$ cat src/common/testchip_params.svh
/* sizes shared by the packages and the RTL
   macro 0 decodes only the low TC_M0_ADDR_W address bits
   the scan word must hold one full dout pair */
`ifndef TESTCHIP_PARAMS_SVH
`define TESTCHIP_PARAMS_SVH

// data path
`define TC_DATA_W       32
`define TC_WMASK_W      4

// shared address bus, sized for the larger macro
`define TC_ADDR_W       9
`define TC_M0_ADDR_W    8

`define TC_NUM_MACROS   2

// serial access
`define TC_SCAN_W       64

// wishbone byte address bit picking macro 1
`define TC_WB_MACRO_BIT 11

`endif

$ cat src/common/testchip_pkg.sv
/* memory-side types for the SRAM test harness
   scan_cmd_t and dout_pair_t are both exactly TC_SCAN_W bits wide
   chip selects and web0 are active low */
`include "testchip_params.svh"

package testchip_pkg;

   // shared bus to every macro, only csb is per macro
   typedef struct packed {
      logic                   web0;
      logic [`TC_WMASK_W-1:0] wmask0;
      logic [`TC_ADDR_W-1:0]  addr0;
      logic [`TC_DATA_W-1:0]  din0;
      logic [`TC_ADDR_W-1:0]  addr1;
   } mem_req_t;

   // one bit per macro, low selects
   typedef logic [`TC_NUM_MACROS-1:0] csb_vec_t;

   // port 0 in the upper half
   typedef struct packed {
      logic [`TC_DATA_W-1:0] dout0;
      logic [`TC_DATA_W-1:0] dout1;
   } dout_pair_t;

   // command layout, msb first
   typedef struct packed {
      logic                   macro_sel;
      logic                   csb0;
      logic                   web0;
      logic [`TC_WMASK_W-1:0] wmask0;
      logic [`TC_ADDR_W-1:0]  addr0;
      logic [`TC_DATA_W-1:0]  din0;
      logic                   csb1;
      logic [`TC_ADDR_W-1:0]  addr1;
      logic [5:0]             spare;
   } scan_cmd_t;

   // same chain bits, command going in and results coming out
   typedef union packed {
      scan_cmd_t  cmd;
      dout_pair_t res;
   } scan_word_u;

endpackage

$ cat src/scan/scan_chain.sv
/* serial access register, shifted msb first
   bit 0 takes the serial input, bit TC_SCAN_W-1 drives the output
   a result load wins over a shift in the same cycle */
`timescale 1ns/10ps
`include "testchip_params.svh"

module scan_chain
   import testchip_pkg::*;
(
   input  logic       clk,
   input  logic       rstn,
   input  logic       scan_en_i,
   input  logic       scan_in_i,
   input  logic       load_i,
   input  dout_pair_t result_i,
   output scan_word_u word_o,
   output logic       scan_out_o
);

   scan_word_u word_q;

   always_ff @(posedge clk) begin
      if (!rstn) begin
         word_q <= '0;
      end else if (load_i) begin
         // result view overwrites the whole word
         word_q.res <= result_i;
      end else if (scan_en_i) begin
         word_q <= {word_q[`TC_SCAN_W-2:0], scan_in_i};
      end
   end

   // controller decodes the command view
   assign word_o = word_q;

   // msb leaves first
   assign scan_out_o = word_q[`TC_SCAN_W-1];

endmodule

$ cat config.mk
export PLATFORM = sky130hd
export DESIGN_NAME = scan_chain
export DESIGN_NICKNAME = d
export VERILOG_FILES = /design/src/common/testchip_pkg.sv /design/src/scan/scan_chain.sv
export VERILOG_INCLUDE_DIRS = /design/src /design/src/common
export SDC_FILE = /design/constraint.sdc
export NUM_CORES = 1
export LEC_CHECK = 0
export ABC_CLOCK_PERIOD_IN_PS = 1100
export BUFFER_PORTS_ARGS = -buffer_cell sky130_fd_sc_hd__buf_4
export CAP_MARGIN = 10
export CORE_ASPECT_RATIO = 1.75
export CORE_MARGIN = 2
export CORE_UTILIZATION = 45
export CTS_CLUSTER_DIAMETER = 200
export DETAILED_ROUTE_END_ITERATION = 8
export PLACE_DENSITY = 0.82
export SETUP_SLACK_MARGIN = 0.1
export SYNTH_ARGS = -nofsm -noshare
export SYNTH_HDL_FRONTEND = slang
export SYNTH_SLANG_ARGS = --single-unit
$ cat constraint.sdc
create_clock -name clk -period 1.1 [get_ports clk]
set_input_delay 0.165 -clock clk [delete_from_list [all_inputs] [get_ports clk]]
set_output_delay 0.165 -clock clk [all_outputs]
set_load 0.02 [all_outputs]
==> results.cfg, run 1 <==
[yosys]
ys_ff_latch = 64
synthSimpleGateAreaFrac = 0.125
yosysTopAreaCellShare = 0.362
seq_area_frac_synth = 0.362
avgSynthCellArea_um2 = 12.4
yosysUniqueCellTypes = 13
synth_fa_ha_area_frac = 0
yosys.area_share.xor_xnor = 0
yosys_warnings = 0
synth_fp_nets = 354
synthTopCellsByArea = dfxtp_1 36%, mux2_4 25%, o211a_1 18%
syn_area_um2 = 3540
netlist_instances = 285
synth-compound-area-share = 0.181
yosys.area.top_type = dfxtp_1
synth_top_family_by_area = multiplexers
synth.area.mux_share = 0.267

[critical_path]
cpPeakStageDelay_ps = 370
setup.worst_path.end_class = output port
r2r_start = word_o[51]
critPathLaunchType = register
crit_buf_inv = 1
r2r.worst_path.cells = 2
worstPathMaxFanout = 3
path_delay_family = flip-flops
cp_slowest_cell = dfxtp_2
cp_num_cells = 1
crit_end = word_o[1]
crit_type = register to output port
worstPathArrival_ps = 830
worstPathRequired_ps = 940
cp-startpoint = word_o[1]
crit_chain = buf_6
r2r-end = word_o[51]
rrSetupSlack_ps = 180

[run]
maxCapViolCount = 0

[floorplan]
initial_core_util = 0.464
ioPinCount = 134
die_w_um = 71.0
rows = 42
core_region_area_um2 = 7620
die_y_um = 121
die-area_um2 = 8610

[timing]
timing_worst_slew_pin_value_ps = 286
finClkSkew_ps = 4.92
tns_ps = 0
setup_slack_ps = 103
post-route-period-util = 0.906
rsz0062_at_grt = true
timing.hold.ws_ps = 145
timing.slew.headroom = 0.809
fmax_mhz = 1000
maxSlewViolCount = 0
period_minus_slack_ps = 997
setup_violations = 0
hold_viol_final = 0

[global_routing]
grt_first_pass_wirelength_um = 13200
grt_usage = 0.196
grt_start_max_net_pins = 66
grt_pass1_vias = 2745
overflow = 0
antenna_found_initial = 0

[detailed_routing]
avgRoutedWirePerCell_um = 16.8
drtIter0Drc = 134
ant_nets = 0
drc = 0
drt-total-wl_um = 8440
vias = 2671
firstDrtPassIters = 4
routed_via_density = 5.33

[clock_tree]
clockRootBuffer = clkbuf_16
path_clk_slew_ps = 50
cts_buffers = 9
htree_levels = 3
cts_tree = built
clockBufferDepth = 2
cts_num_sinks = 64
cts_hold_buffers = 0
worstSkewPairLatency_ps = 330

[layout]
diodes = 0
post-route-cell-area_um2 = 5050
largest_register_ffs = 64
drive_gt1_frac = 0.678
syn2layout_area_growth_pct = 42.7
fin_cells = 501
final_core_util = 0.662
nets = 478

[placement]
portBuffers = 133
place.detailed.hpwl_um = 5750
postPlaceCellArea_um2 = 4560
gp_congestion = 0.750
dp.cells = 486
place_ws_ps = -125

[power]
peakVddDrop_v = 0.00112
p_leak_nw = 2.85
total_power_mw = 6.75
power_density_nw_per_um2 = 1340

[status]
status = finished clean

[min_path]
hold_path_class = primary input to register
==> what timing repair did <==
action                                  4_1_cts  5_1_grt
buffers inserted                              0        0
endpoints found under the setup margin       65       32
resized for setup                            74       33
==> logic make-up (layout without fill, tap and decap cells) <==
| group | count (synthesis) | after routing |
|---|---|---|
| AOI/OAI and AO/OA | 64 | 64 |
| muxes | 64 | 64 |
| DFF | 64 | 64 |
| and+or+nand+nor | 64 | 64 |
| buffers and inverters | 29 | 157 |
==> power breakdown <==
part / internal, mW / switching [mW] / total [mW] / leakage [nW]
logic: 0.954 / 0.616 / 1.57 / 2.18
clock network: 1.51 / 0.966 / 2.48 / 0.121
registers: 2.53 / 0.174 / 2.71 / 0.551
==> layout make-up <==
| class | instances | area, um^2 |
|---|---|---|
| Multi-Input combinational cell | 192 | 2030 |
| Tap cell | 88 | 110 |
| Clock buffer | 14 | 244 |
| Timing Repair Buffer | 142 | 1290 |
| Fill cell | 560 | 2570 |
| Clock inverter | 1 | 5.00 |
| Sequential cell | 64 | 1370 |
==> cells in the final DEF, fill, tap and decap left out, drive strengths merged <==
master  netlist  layout
buf          16     142
o211a        64      64
dfxtp        64      64
mux2         64      64
or2b         33      33
nand2b       31      31
clkbuf       13      14
clkinv        0       1
==> cell usage after synthesis <==
master and count:
buf_1 1, buf_12 6, buf_2 7, buf_4 1, buf_6 1, clkbuf_1 12
clkbuf_2 1, dfxtp_1 64, mux2_2 4, mux2_4 60, nand2b_1 31, o211a_1 64
or2b_1 33
==> how the worst min path moves through the flow <==
stage | from | to | slack (ps) | cells past startpoint
finish | result_i[51] | word_o[51] | 150 | 3
global route | result_i[35] | word_o[35] | 150 | 3
CTS | result_i[35] | word_o[35] | 140 | 3
detailed placement | result_i[38] | word_o[38] | 480 | 3
global placement | result_i[30] | word_o[30] | 480 | 3
floorplan | result_i[61] | word_o[61] | 390 | 2
==> metal layers <==
layer,GRT usage,up-vias,part of all wire
met5,0,-,0
met2,0.346,83,0.55
li1,-,1278,-
met3,0.0449,19,0.049
met1,0.211,1291,0.37
met4,0.106,0,0.034
No activity file was read; power rests on OpenSTA's default activity.
==> inputs of run 2 (changes only) <==
- ABC_AREA: not set -> 1
- CORE_UTILIZATION: 45 -> 43
- PLACE_DENSITY: 0.82 -> 0.76
==> results.cfg, run 2 <==
[status]
status = finished clean

[yosys]
synth-async-reset-ratio = 0
avgSynthCellArea_um2 = 6.54
yosysUniqueCellTypes = 13
synth_edf_count = 0
synth_common_cells = 176 x nand2_1, 124 x nand3_1, 65 x inv_1
synthTopCellsByArea = dfxtp_1 40%, nand2_1 21%, nand3_1 19%
ys_ff_latch = 64
yosys.area.top_type = dfxtp_1
netlist_instances = 487
synth.most_common_cell = nand2_1
ys.flop_type = dfxtp_1
synth_fp_nets = 556
syn_area_um2 = 3180
seq_area_frac_synth = 0.402
yosys_warnings = 0
yosysTopAreaCellShare = 0.402

[critical_path]
r2r-end = word_o[13]
cp_slowest_cell = dfxtp_2
r2r_start = word_o[13]
path_delay_family = flip-flops
crit_chain = buf_4
setup.worst_path.end_class = output port
crit_type = register to output port
r2r.worst_path.cells = 5
crit_buf_inv = 1
worstPathMaxFanout = 3
critPathLaunchType = register
worstPathRequired_ps = 940
rrSetupSlack_ps = 310
cpPeakStageDelay_ps = 350
worstPathArrival_ps = 820

[power]
power_density_nw_per_um2 = 1430
p_leak_nw = 2.70
peakVddDrop_v = 0.000945

[placement]
portBuffers = 133
place.detailed.hpwl_um = 6180
gp_congestion = 0.850

[clock_tree]
cts_buffers = 9
worstSkewPairLatency_ps = 320
clockBufferDepth = 2
cts_num_sinks = 64
path_clk_slew_ps = 50
clockRootBuffer = clkbuf_16
htree_levels = 3
cts_tree = built

[floorplan]
die-area_um2 = 8140
rows = 41
die_w_um = 69.1
initial_core_util = 0.443
die_y_um = 118
core_region_area_um2 = 7180
ioPinCount = 134

[global_routing]
antenna_found_initial = 0
overflow = 0
grt_pass1_vias = 3358
grt_usage = 0.220
grt_start_max_net_pins = 51
grt_first_pass_wirelength_um = 14800

[layout]
nets = 687
drive_gt1_frac = 0.406
final_core_util = 0.660
final_common_cell = nand2_1
n_fill_cell = 672
diodes = 0
final_cell_mix = 176 x nand2_1, 133 x buf_4, 124 x nand3_1
syn2layout_area_growth_pct = 48.8
largest_register_ffs = 64

[timing]
post-route-period-util = 0.896
hold_viol_final = 0
finClkSkew_ps = 6.39
rsz0062_at_grt = false
fmax_mhz = 1010
period_minus_slack_ps = 985
setup_violations = 0
maxSlewViolCount = 0
tns_ps = 0
timing.slew.headroom = 0.771
timing_worst_slew_pin_value_ps = 343

[min_path]
hold_path_class = primary input to register
min_to = word_o[46]
min_from = result_i[46]
whs_path_depth = 5

[run]
maxCapViolCount = 0

[detailed_routing]
firstDrtPassIters = 5
drtIter0Drc = 203
drc = 0
routed_via_density = 4.95
drt-total-wl_um = 9180
vias = 3507
ant_nets = 0
avgRoutedWirePerCell_um = 12.9
## run 2: area by class of cell
type	count	area [um^2]	area share
well taps	86	108	0.0227
inverters	66	248	0.0523
clock buffers	13	250	0.0528
repair buffers	154	1270	0.268
clock inverters	3	65.1	0.0137
multi-input cells	323	1430	0.301
flip-flops and latches	64	1370	0.289
## run 2: per-layer routing
metal,part of all wire,up-vias,GRT usage
li1,-,1757,-
met1,0.39,1615,0.237
met2,0.54,117,0.403
met3,0.053,18,0.0539
met4,0.018,0,0.0858
met5,0,-,0
## run 2: per-stage QoR
stage / total power [mW] / setup slack [ps] / std cells / hold slack, ps / area [um^2]
after detailed placement: 3.78 / 89.7 / 685 / 464 / 4210
final: 6.80 / 115 / 709 / 135 / 4740
after floorplan: 3.25 / 263 / 487 / 369 / 3180
after CTS: 6.79 / 98.0 / 701 / 131 / 4600
after global routing: 7.07 / 100 / 709 / 154 / 4740
after global placement: 3.75 / 117 / 685 / 457 / 4210
## run 2: cells by family (layout without fill, tap and decap cells)
group / count (synthesis) / after routing / synth area share
flops: 64 / 64 / 0.402
simple gates: 321 / 321 / 0.445
compound gates: 2 / 2 / 0.00314
buf+inv: 100 / 236 / 0.149
## run 2: worst max path at each step
stage,start,end,slack [ps],cells after the start
final,word_o[33],word_o[33],110,1
after global routing,word_o[28],word_o[28],100,1
after CTS,word_o[63],word_o[63],100,1
after detailed placement,load_i,word_o[57],90,7
after global placement,load_i,word_o[9],120,7
after floorplan,rstn,word_o[0],260,4
## run 2: what timing repair did
item | in CTS | in global routing
setup endpoints to repair | 54 | 36
hold endpoints to repair | 0 | 0
resized for setup | 53 | 31
hold buffers | 0 | 0
pin swaps | 0 | 0
buffers inserted | 0 | 8
## run 2: power breakdown
group          switching, mW  internal (mW)
clock network          0.943           2.04
registers              0.124           2.49
logic                  0.637          0.565
