--- src/common/testchip_params.svh ---
/* sizes shared by the packages and the RTL
   macro 0 decodes only the low TC_M0_ADDR_W address bits
   the scan word must hold one full dout pair */
`ifndef TESTCHIP_PARAMS_SVH
`define TESTCHIP_PARAMS_SVH

// data path
`define TC_DATA_W       32
`define TC_WMASK_W      4

// shared address bus, sized for the larger macro
`define TC_ADDR_W       9
`define TC_M0_ADDR_W    8

`define TC_NUM_MACROS   2

// serial access
`define TC_SCAN_W       64

// wishbone byte address bit picking macro 1
`define TC_WB_MACRO_BIT 11

`endif

--- src/common/testchip_pkg.sv ---
/* memory-side types for the SRAM test harness
   scan_cmd_t and dout_pair_t are both exactly TC_SCAN_W bits wide
   chip selects and web0 are active low */
`include "testchip_params.svh"

package testchip_pkg;

   // shared bus to every macro, only csb is per macro
   typedef struct packed {
      logic                   web0;
      logic [`TC_WMASK_W-1:0] wmask0;
      logic [`TC_ADDR_W-1:0]  addr0;
      logic [`TC_DATA_W-1:0]  din0;
      logic [`TC_ADDR_W-1:0]  addr1;
   } mem_req_t;

   // one bit per macro, low selects
   typedef logic [`TC_NUM_MACROS-1:0] csb_vec_t;

   // port 0 in the upper half
   typedef struct packed {
      logic [`TC_DATA_W-1:0] dout0;
      logic [`TC_DATA_W-1:0] dout1;
   } dout_pair_t;

   // command layout, msb first
   typedef struct packed {
      logic                   macro_sel;
      logic                   csb0;
      logic                   web0;
      logic [`TC_WMASK_W-1:0] wmask0;
      logic [`TC_ADDR_W-1:0]  addr0;
      logic [`TC_DATA_W-1:0]  din0;
      logic                   csb1;
      logic [`TC_ADDR_W-1:0]  addr1;
      logic [5:0]             spare;
   } scan_cmd_t;

   // same chain bits, command going in and results coming out
   typedef union packed {
      scan_cmd_t  cmd;
      dout_pair_t res;
   } scan_word_u;

endpackage

--- src/dout_capture.sv ---
/* samples both macros' outputs on every clock
   selected pair lags the macro pins by one cycle */
`timescale 1ns/10ps

module dout_capture
   import testchip_pkg::*;
(
   input  logic       clk,
   input  logic       rstn,
   input  dout_pair_t m0_i,
   input  dout_pair_t m1_i,
   input  logic       sel_i,
   output dout_pair_t dout_o
);

   dout_pair_t m0_q;
   dout_pair_t m1_q;

   // free running, no enable
   always_ff @(posedge clk) begin
      if (!rstn) begin
         m0_q <= '0;
         m1_q <= '0;
      end else begin
         m0_q <= m0_i;
         m1_q <= m1_i;
      end
   end

   // sel comes from a register, mux stays glitch free per cycle
   always_comb begin
      if (sel_i) begin
         dout_o = m1_q;
      end else begin
         dout_o = m0_q;
      end
   end

endmodule

--- config.mk ---
export PLATFORM = sky130hd
export DESIGN_NAME = dout_capture
export DESIGN_NICKNAME = d
export VERILOG_FILES = /design/src/common/testchip_pkg.sv /design/src/dout_capture.sv
export VERILOG_INCLUDE_DIRS = /design/src /design/src/common
export SDC_FILE = /design/constraint.sdc
export NUM_CORES = 1
export LEC_CHECK = 0
export ABC_AREA = 1
export BUFFER_PORTS_ARGS = -buffer_cell sky130_fd_sc_hd__buf_2
export CAP_MARGIN = 20
export CORE_MARGIN = 8
export CORE_UTILIZATION = 40
export DETAILED_ROUTE_END_ITERATION = 16
export GPL_TIMING_DRIVEN = 1
export PLACE_DENSITY = 0.77
export SETUP_SLACK_MARGIN = 0.1
export SLEW_MARGIN = 20
export SYNTH_ARGS = -nofsm -noshare
export SYNTH_HDL_FRONTEND = slang
export SYNTH_SLANG_ARGS = --single-unit
--- constraint.sdc ---
create_clock -name clk -period 1.11 [get_ports clk]
set_clock_uncertainty 0.1 [all_clocks]
set_input_delay 0.111 -clock clk [delete_from_list [all_inputs] [get_ports clk]]
set_output_delay 0.111 -clock clk [all_outputs]
set_load 0.03 [all_outputs]
==> results of run 1 <==
## cells in the mapped netlist
| library cell | count |
|---|---|
| buf_2 | 6 |
| inv_1 | 128 |
| dfxtp_1 | 128 |
| buf_6 | 10 |
| clkbuf_8 | 6 |
| nand2_1 | 320 |
| inv_2 | 1 |
| buf_4 | 5 |
## placed cells by master (no fill, tap or decap), types with 6 or more instances in the layout
master,count
buf_12,6
buf_2,129
buf_6,64
clkbuf_16,17
dfxtp_1,75
dfxtp_2,53
dlygate4sd3_1,129
inv_1,128
nand2_1,272
nand2_2,48
## layer usage
| metal | part of all wire (%) | vias to the layer above |
|---|---|---|
| met2 | 56 | 222 |
| met1 | 32 | 2119 |
| met4 | 4.6 | 0 |
| li1 | - | 2321 |
| met3 | 7.3 | 64 |
| met5 | 0 | - |
## cell type report
class	instances	area [µm²]
Sequential cell	128	2629
Inverter	129	484.2
Multi-Input combinational cell	320	1321
Clock buffer	22	464.2
Antenna cell	4	10.01
Fill cell	710	2957
Tap cell	140	175.2
Clock inverter	7	87.58
Timing Repair Buffer	332	2808
## worst max-delay path by stage
stage,from,to,cells past startpoint
finish,m0_q[28],dout_o[28],3
global route,m0_q[28],dout_o[28],3
global placement,sel_i,dout_o[22],6
CTS,m1_q[49],dout_o[49],3
floorplan,sel_i,dout_o[10],4
detailed placement,sel_i,dout_o[30],6
## flip-flops by register name, summed over array words and instances (netlist names)
register,cells
m0_q,64
m1_q,64
## cell families after synthesis
group                  count (synthesis)
buffers and inverters                156
AND/OR/NAND/NOR                      320
flip-flops                           128
## power breakdown
part           leakage [nW]  total [W]  switching [W]  internal (W)
sequential             1.08    0.00494      0.0000736       0.00487
clock                 0.271    0.00522        0.00186       0.00337
combinational          3.34    0.00197        0.00100      0.000965
## per-stage QoR
| step | setup TNS, ps | std cells | hold slack, ps |
|---|---|---|---|
| after floorplan | 0 | 604 | 104.5 |
| after global placement | 0 | 920 | 187.0 |
| after detailed placement | 0 | 920 | 194.4 |
| after CTS | -5492 | 1078 | 62.83 |
| after global routing | -8738 | 1081 | 71.12 |
| final | -5522 | 1082 | 75.69 |
## repair_timing
| item | CTS | global route |
|---|---|---|
| pin swaps | 51 | 33 |
| hold buffers | 129 | 1 |
| endpoints found under the hold margin | 128 | 11 |
| gates resized for setup | 146 | 83 |
| endpoints found under the setup margin | 64 | 72 |
==> results.ini, run 1 <==
[final_layout]
final_nets=1059
final_cell_area_mm2=0.007979
final_util_pct=72.96
layout-drive-gt1-share_pct=35.29
area_growth_pct=76.89

[floorplan]
dieArea_mm2=0.01493
io_pins=195
core_area_mm2=0.01094
die_h_um=122.2
die-width_um=122.2
row_count=38
start_util_pct=41.25

[grt]
grt_pass1_vias=5091
met3_usage_pct=6.895
grt_pass1_wl_mm=24.44
grt-busiest-layer=met2
grt_max_degree=46
overflow=0
antenna_found_initial=3
use_met2_pct=41.10
grt_use_met1_pct=18.17
track_usage_pct=21.32

[route]
via_per_inst=4.368
wl_mm=16.26
dr.pass1.iters=4
drt_iter0_markers=274
post_drt_wl_per_cell_um=15.03
drtAntennaViolNets=0
drc_errors=0
vias=4726

[place]
place_congestion=0.7738
preCtsSetupSlack_ps=4.468
numPortBuffers=194
dp_hpwl_mm=8.308
place_area_mm2=0.005539

[synth]
synth_area_leaders=dfxtp_1, nand2_1, inv_1
yosysTopAreaCell=dfxtp_1
synth_adder_area_share_pct=0
synth_compound_area_share_pct=0
ys_seq_area_share_pct=56.81
mappedNetlistArea_mm2=0.004511
syn-num-nets=735
synthCells=604
synth-xor-area-share_pct=0
synth_top_family_by_area=simple AND/OR/NAND/NOR gates
synthSimpleGateAreaFrac_pct=26.63
yosys_warnings=0
ys_ff_latch=128
syn_avg_cell_area_um2=7.468
synthMuxAreaShare_pct=0
synth_cell_type_count=8
synth_top_area_share_pct=56.81

[critical_path]
worst_path_max_delay_cell=dfxtp_1
critPathMaxStageDelay_ps=310
critical_path.max_fanout=1
path_cells=nand2_1 > nand2_1 > buf_6
cp.required_ps=900
end_kind=output port
critPathTopFamily=flip-flops
critPathBufInv=1
critPathMostFrequentCell=nand2_1
critPathKind=reg2out
critPathLaunchType=flop
cp.arrival_ps=1040

[clock_tree]
h-tree-depth=4
cts_buffer_depth=2
cts_made_buffers=17
root_buffer=clkbuf_16
tritoncts=yes
post_cts_buffers=0
path_clk_slew_ps=50
cts_sinks=128

[timing]
worst_pin_slew_ps=390.3
finalCritPeriodShare_pct=112.8
maxSlewViolCount=0
rsz0062_at_grt=true
layout_setup_ws_ps=-142.0
setup_violations=64
slew_headroom_pct=73.90
hold_violations=0
period_needed_ps=1252
max_freq_mhz=798.7

[hold_path]
hold_path_end=m1_q[49]
min_path_cells=4
holdCritStartpoint=rstn
holdCritPathClass=in2reg

[power_and_ir_drop]
peakVddDrop_v=0.001020
p_leak_nw=4.689
total_power_w=0.01213
pwr_density_cell_mw_per_mm2=1521

[status]
outcome=complete, but fails checks
violations=setup timing

[flow_run]
drv_cap=0

(Power assumes the default switching activity.)
==> run 2: changes to the inputs <==
Settings changed: CORE_ASPECT_RATIO set to 1.5, CORE_UTILIZATION 40 to 51, PLACE_DENSITY 0.77 to 0.93.
==> run 2 against run 1 <==
Compared with the run above:
- the run still ends with setup timing left
- highest routed layer unchanged
- critical endpoint is now dout_o[33]
- setup slack got worse by 52 ps
- clock power increased by 3%
- clock-buffer cell count up 1
- maximum frequency fell by 4.0%
==> results.ini, run 2 (synthesized netlist as in run 1, its figures left out) <==
[status]
outcome=complete, but fails checks  ; unchanged
violations=setup timing  ; unchanged

[timing]
hold_violations=0  ; unchanged
worst_pin_slew_ps=219.0  ; was 390.3 ps
finalCritPeriodShare_pct=117.5  ; was 112.8%
rsz0062_at_grt=true  ; unchanged
maxSlewViolCount=0  ; unchanged
slew_headroom_pct=85.40  ; was 73.90%
layout_setup_ws_ps=-194.0  ; was -142.0 ps
period_needed_ps=1304  ; was 1252 ps
final.setup.tns_ps=-7360  ; was -5522 ps
max_freq_mhz=766.9  ; was 798.7 MHz
setup_violations=64  ; unchanged

[critical_path]
cp.required_ps=900  ; about the same
critPathLaunchType=flop  ; unchanged
critPathKind=reg2out  ; unchanged
critical_path.max_fanout=1  ; unchanged
end_kind=output port  ; unchanged
cp.arrival_ps=1090  ; was 1040 ps

[clock_tree]
cts_buffer_depth=2  ; unchanged
h-tree-depth=4  ; unchanged
root_buffer=clkbuf_16  ; unchanged
post_cts_buffers=0  ; unchanged
cts_made_buffers=17  ; unchanged
path_clk_slew_ps=60  ; was 50 ps
tritoncts=yes  ; unchanged
cts_sinks=128  ; unchanged

[floorplan]
start_util_pct=51.71  ; was 41.25%
core_area_mm2=0.008723  ; was 0.01094 mm²
row_count=42  ; was 38
io_pins=195  ; unchanged
die_h_um=131.2  ; was 122.2 µm
dieArea_mm2=0.01217  ; was 0.01493 mm²
die-width_um=92.79  ; was 122.2 µm

[final_layout]
reg.largest.list=m0_q: 64 flops, m1_q: 64 flops  ; unchanged
layout-drive-gt1-share_pct=41.09  ; was 35.29%
area_growth_pct=78.64  ; was 76.89%
final_cell_count_no_fill=1051  ; was 1082
final_common_cell=nand2_1  ; unchanged
final_nets=1057  ; was 1059
final_cell_mix=nand2_1, buf_2, inv_1, dlygate4sd3_1, dfxtp_2  ; was nand2_1, dlygate4sd3_1, buf_2, inv_1, dfxtp_1

[power_and_ir_drop]
p_leak_nw=4.719  ; was 4.689 nW
peakVddDrop_v=0.001266  ; was 0.001020 V
pwr_density_cell_mw_per_mm2=1550  ; was 1521 mW/mm²

[hold_path]
holdCritPathClass=in2reg  ; unchanged

[grt]
grt_pass1_wl_mm=30.44  ; was 24.44 mm
grt_max_degree=53  ; was 46
grt_pass1_vias=5835  ; was 5091
track_usage_pct=33.10  ; was 21.32%
overflow=0  ; unchanged
antenna_found_initial=4  ; was 3

[place]
place_inst=889  ; was 920
preCtsSetupSlack_ps=-33.23  ; was 4.468 ps
dp_hpwl_mm=8.150  ; was 8.308 mm
place_congestion=0.8241  ; was 0.7738
numPortBuffers=194  ; unchanged

[route]
dr.pass1.iters=5  ; was 4
vias=5256  ; was 4726
via_per_inst=5.001  ; was 4.368
post_drt_wl_per_cell_um=20.11  ; was 15.03 µm
drtAntennaViolNets=0  ; unchanged
drc_errors=0  ; unchanged
wl_mm=21.13  ; was 16.26 mm
drt_iter0_markers=370  ; was 274

[flow_run]
drv_cap=0  ; unchanged

## run 2: cell count changes in the layout (fill, tap and decap cells not counted), moves of 2 or more
| cell | delta |
|---|---|
| dfxtp_1 | -32 |
| nand2_2 | +19 |
| buf_4 | -2 |
| dfxtp_2 | +32 |
| nand2_4 | +3 |
| nand2_1 | -22 |
## run 2: metal layers
| metal | global-route usage, % | routed length, µm | part of all wire (%) | vias up |
|---|---|---|---|---|
| met5 | 0 | 0 | 0 | - |
| met4 | 29.61 | 1613 | 7.6 | 0 |
| met3 | 11.06 | 1761 | 8.3 | 136 |
| met2 | 58.24 | 11160 | 53 | 379 |
| met1 | 28.44 | 6598 | 31 | 2417 |
| li1 | - | - | - | 2324 |
## run 2: area by class of cell
type	count	area, µm²
Timing Repair Buffer	330	2803
Sequential cell	128	2669
Multi-Input combinational cell	320	1391
Fill cell	295	665.6
Inverter	129	484.2
Clock buffer	23	478.0
Tap cell	110	137.6
Clock inverter	7	85.08
Antenna cell	4	10.01
## run 2: what timing repair did
| action | 4_1_cts | 5_1_grt |
|---|---|---|
| gates resized for setup | 152 | 134 |
| endpoints found under the hold margin | 128 | 0 |
| endpoints found under the setup margin | 64 | 64 |
| pin swaps | 35 | 54 |
| hold buffers | 128 | 0 |
## run 2: through the flow
step                      area [µm²]  utilization, %  hold WS [ps]  total power, W
final                           8058           92.37         56.14         0.01249
after global placement          5507           63.12         188.9        0.006238
after floorplan                 4511               -         104.5        0.005797
after CTS                       7790           89.30         43.09         0.01209
after detailed placement        5507           63.12         193.8        0.006282
after global routing            8058           92.37         54.14         0.01283
## run 2: final timing paths
check                 slack, ps  depth (start not counted)         end     start
worst max-delay path       -190                          3  dout_o[33]  m1_q[33]
worst min-delay path         60                          4    m1_q[43]      rstn
## run 2: where the power goes
| part | switching (W) | internal, W |
|---|---|---|
| Sequential | 0.000109 | 0.00488 |
| Clock | 0.00196 | 0.00344 |
| Combinational | 0.00112 | 0.000979 |
## run 2: critical path, stage by stage, from the launching register on
cell	delay, ps
dfxtp_1	360
nand2_1	80
nand2_1	100
buf_6	140
==> run 3: changes to the inputs <==
Settings changed: RECOVER_POWER set to 100.
==> run 3 against run 2 <==
Compared with the run above:
- the flow still finishes with violations (setup timing)
- clock-buffer cell count did not move
- non-clock buffer count did not move
- maximum frequency rose by 0.60%
- final cell count did not move
==> results.ini, run 3 (synthesized netlist as in run 1, its figures left out) <==
[status]
outcome=complete, but fails checks  ; unchanged
violations=setup timing  ; unchanged

[floorplan]
start_util_pct=51.71  ; unchanged
die_h_um=131.2  ; unchanged
io_pins=195  ; unchanged
die-width_um=92.79  ; unchanged
row_count=42  ; unchanged
dieArea_mm2=0.01217  ; unchanged
core_area_mm2=0.008723  ; unchanged

[critical_path]
critPathBufInv=1  ; unchanged
crit_start=m1_q[33]  ; unchanged
worst_path_max_delay_cell=dfxtp_1  ; unchanged
critical_path.max_fanout=1  ; unchanged
critPathTopFamily=flip-flops  ; unchanged
critPathLaunchType=flop  ; unchanged
end_kind=output port  ; unchanged
cp.arrival_ps=1090  ; about the same
critPathMostFrequentCell=nand2_1  ; unchanged
cp.required_ps=900  ; about the same
path_cells=nand2_1 > nand2_1 > buf_6  ; unchanged
critPathKind=reg2out  ; unchanged
critPathMaxStageDelay_ps=360  ; about the same

[power_and_ir_drop]
total_power_w=0.01249  ; about the same
peakVddDrop_v=0.001268  ; was 0.001266 V
p_leak_nw=4.703  ; was 4.719 nW
pwr_density_cell_mw_per_mm2=1551  ; was 1550 mW/mm²

[place]
place_area_mm2=0.005507  ; unchanged
preCtsSetupSlack_ps=-33.23  ; unchanged
numPortBuffers=194  ; unchanged
place_congestion=0.8241  ; unchanged
dp_hpwl_mm=8.150  ; unchanged

[grt]
grt_pass1_vias=5835  ; unchanged
overflow=0  ; unchanged
grt_pass1_wl_mm=30.44  ; unchanged
grt_max_degree=53  ; unchanged
antenna_found_initial=4  ; unchanged
track_usage_pct=33.10  ; unchanged

[final_layout]
layout-drive-gt1-share_pct=40.45  ; was 41.09%
final_common_cell=nand2_1  ; unchanged
multi_input_area_mm2=0.001391  ; unchanged
final_cell_area_mm2=0.008050  ; was 0.008058 mm²
ff_latch_area_mm2=0.002669  ; unchanged
reg.largest.list=m0_q: 64 flops, m1_q: 64 flops  ; unchanged
final_nets=1057  ; unchanged
final_cell_mix=nand2_1, inv_1, dlygate4sd3_1, buf_2, dfxtp_2  ; was nand2_1, buf_2, inv_1, dlygate4sd3_1, dfxtp_2
fill_cells=298  ; was 295
area_growth_pct=78.47  ; was 78.64%

[timing]
layout_setup_ws_ps=-186.1  ; was -194.0 ps
final.setup.tns_ps=-7419  ; was -7360 ps
slew_headroom_pct=85.35  ; was 85.40%
holdWs_ps=57.23  ; was 56.14 ps
maxSlewViolCount=0  ; unchanged
rsz0062_at_grt=true  ; unchanged
worst_pin_slew_ps=219.7  ; was 219.0 ps
period_needed_ps=1296  ; was 1304 ps
hold_violations=0  ; unchanged
max_freq_mhz=771.5  ; was 766.9 MHz
setup_violations=64  ; unchanged
finalCritPeriodShare_pct=116.8  ; was 117.5%

[hold_path]
holdCritStartpoint=rstn  ; unchanged
holdCritPathClass=in2reg  ; unchanged

[route]
drc_errors=0  ; unchanged
drtAntennaViolNets=0  ; unchanged
wl_mm=21.15  ; was 21.13 mm
post_drt_wl_per_cell_um=20.12  ; was 20.11 µm
vias=5245  ; was 5256
drt_iter0_markers=337  ; was 370
via_per_inst=4.990  ; was 5.001
dr.pass1.iters=6  ; was 5

[clock_tree]
cts_buffer_depth=2  ; unchanged
path_clk_slew_ps=60  ; about the same
tritoncts=yes  ; unchanged
h-tree-depth=4  ; unchanged
cts_made_buffers=17  ; unchanged
root_buffer=clkbuf_16  ; unchanged
cts_sinks=128  ; unchanged

[flow_run]
drv_cap=0  ; unchanged

-- run 3: cell type report --
class | count | share of cell area (%)
timing repair buffer | 330 | 34.72
sequential | 128 | 33.15
multi-input combinational | 320 | 17.28
inverter | 129 | 6.015
clock buffer | 23 | 5.937
tap | 110 | 1.710
clock inverter | 7 | 1.057
antenna | 4 | 0.1243
-- run 3: power by group --
part	switching (W)	leakage, nW	internal (W)
combinational	0.00113	3.33	0.000976
clock	0.00196	0.282	0.00344
sequential	0.000109	1.09	0.00488
total	0.00319	4.70	0.00929
-- run 3: per-stage QoR --
step	std cells	util (%)
6_report	1051	92.28
5_1_grt	1051	92.28
4_1_cts	1047	89.30
3_5_place_dp	889	63.12
3_3_place_gp	889	63.12
2_1_floorplan	604	-
-- run 3: per-layer routing --
layer / vias to the layer above / part of all wire, % / global-route usage [%]
met3: 130 / 8.5 / 11.06
met2: 384 / 53 / 58.24
met1: 2407 / 31 / 28.44
li1: 2324 / - / -
met4: 0 / 7.6 / 29.61
met5: - / 0 / 0
-- run 3: path summary, 6_finish.rpt --
path                      to  slack (ps)  cells past startpoint
setup / recovery  dout_o[33]        -190                      3
hold / removal      m1_q[43]          60                      4
-- run 3: repair_timing --
item | 4_1_cts | 5_1_grt
resized for setup | 152 | 134
hold buffers | 128 | 0
buffers inserted | 0 | 0
pin swaps | 35 | 54
gates cloned | 0 | 0
endpoints found under the setup margin | 64 | 64
hold endpoints to repair | 128 | 0
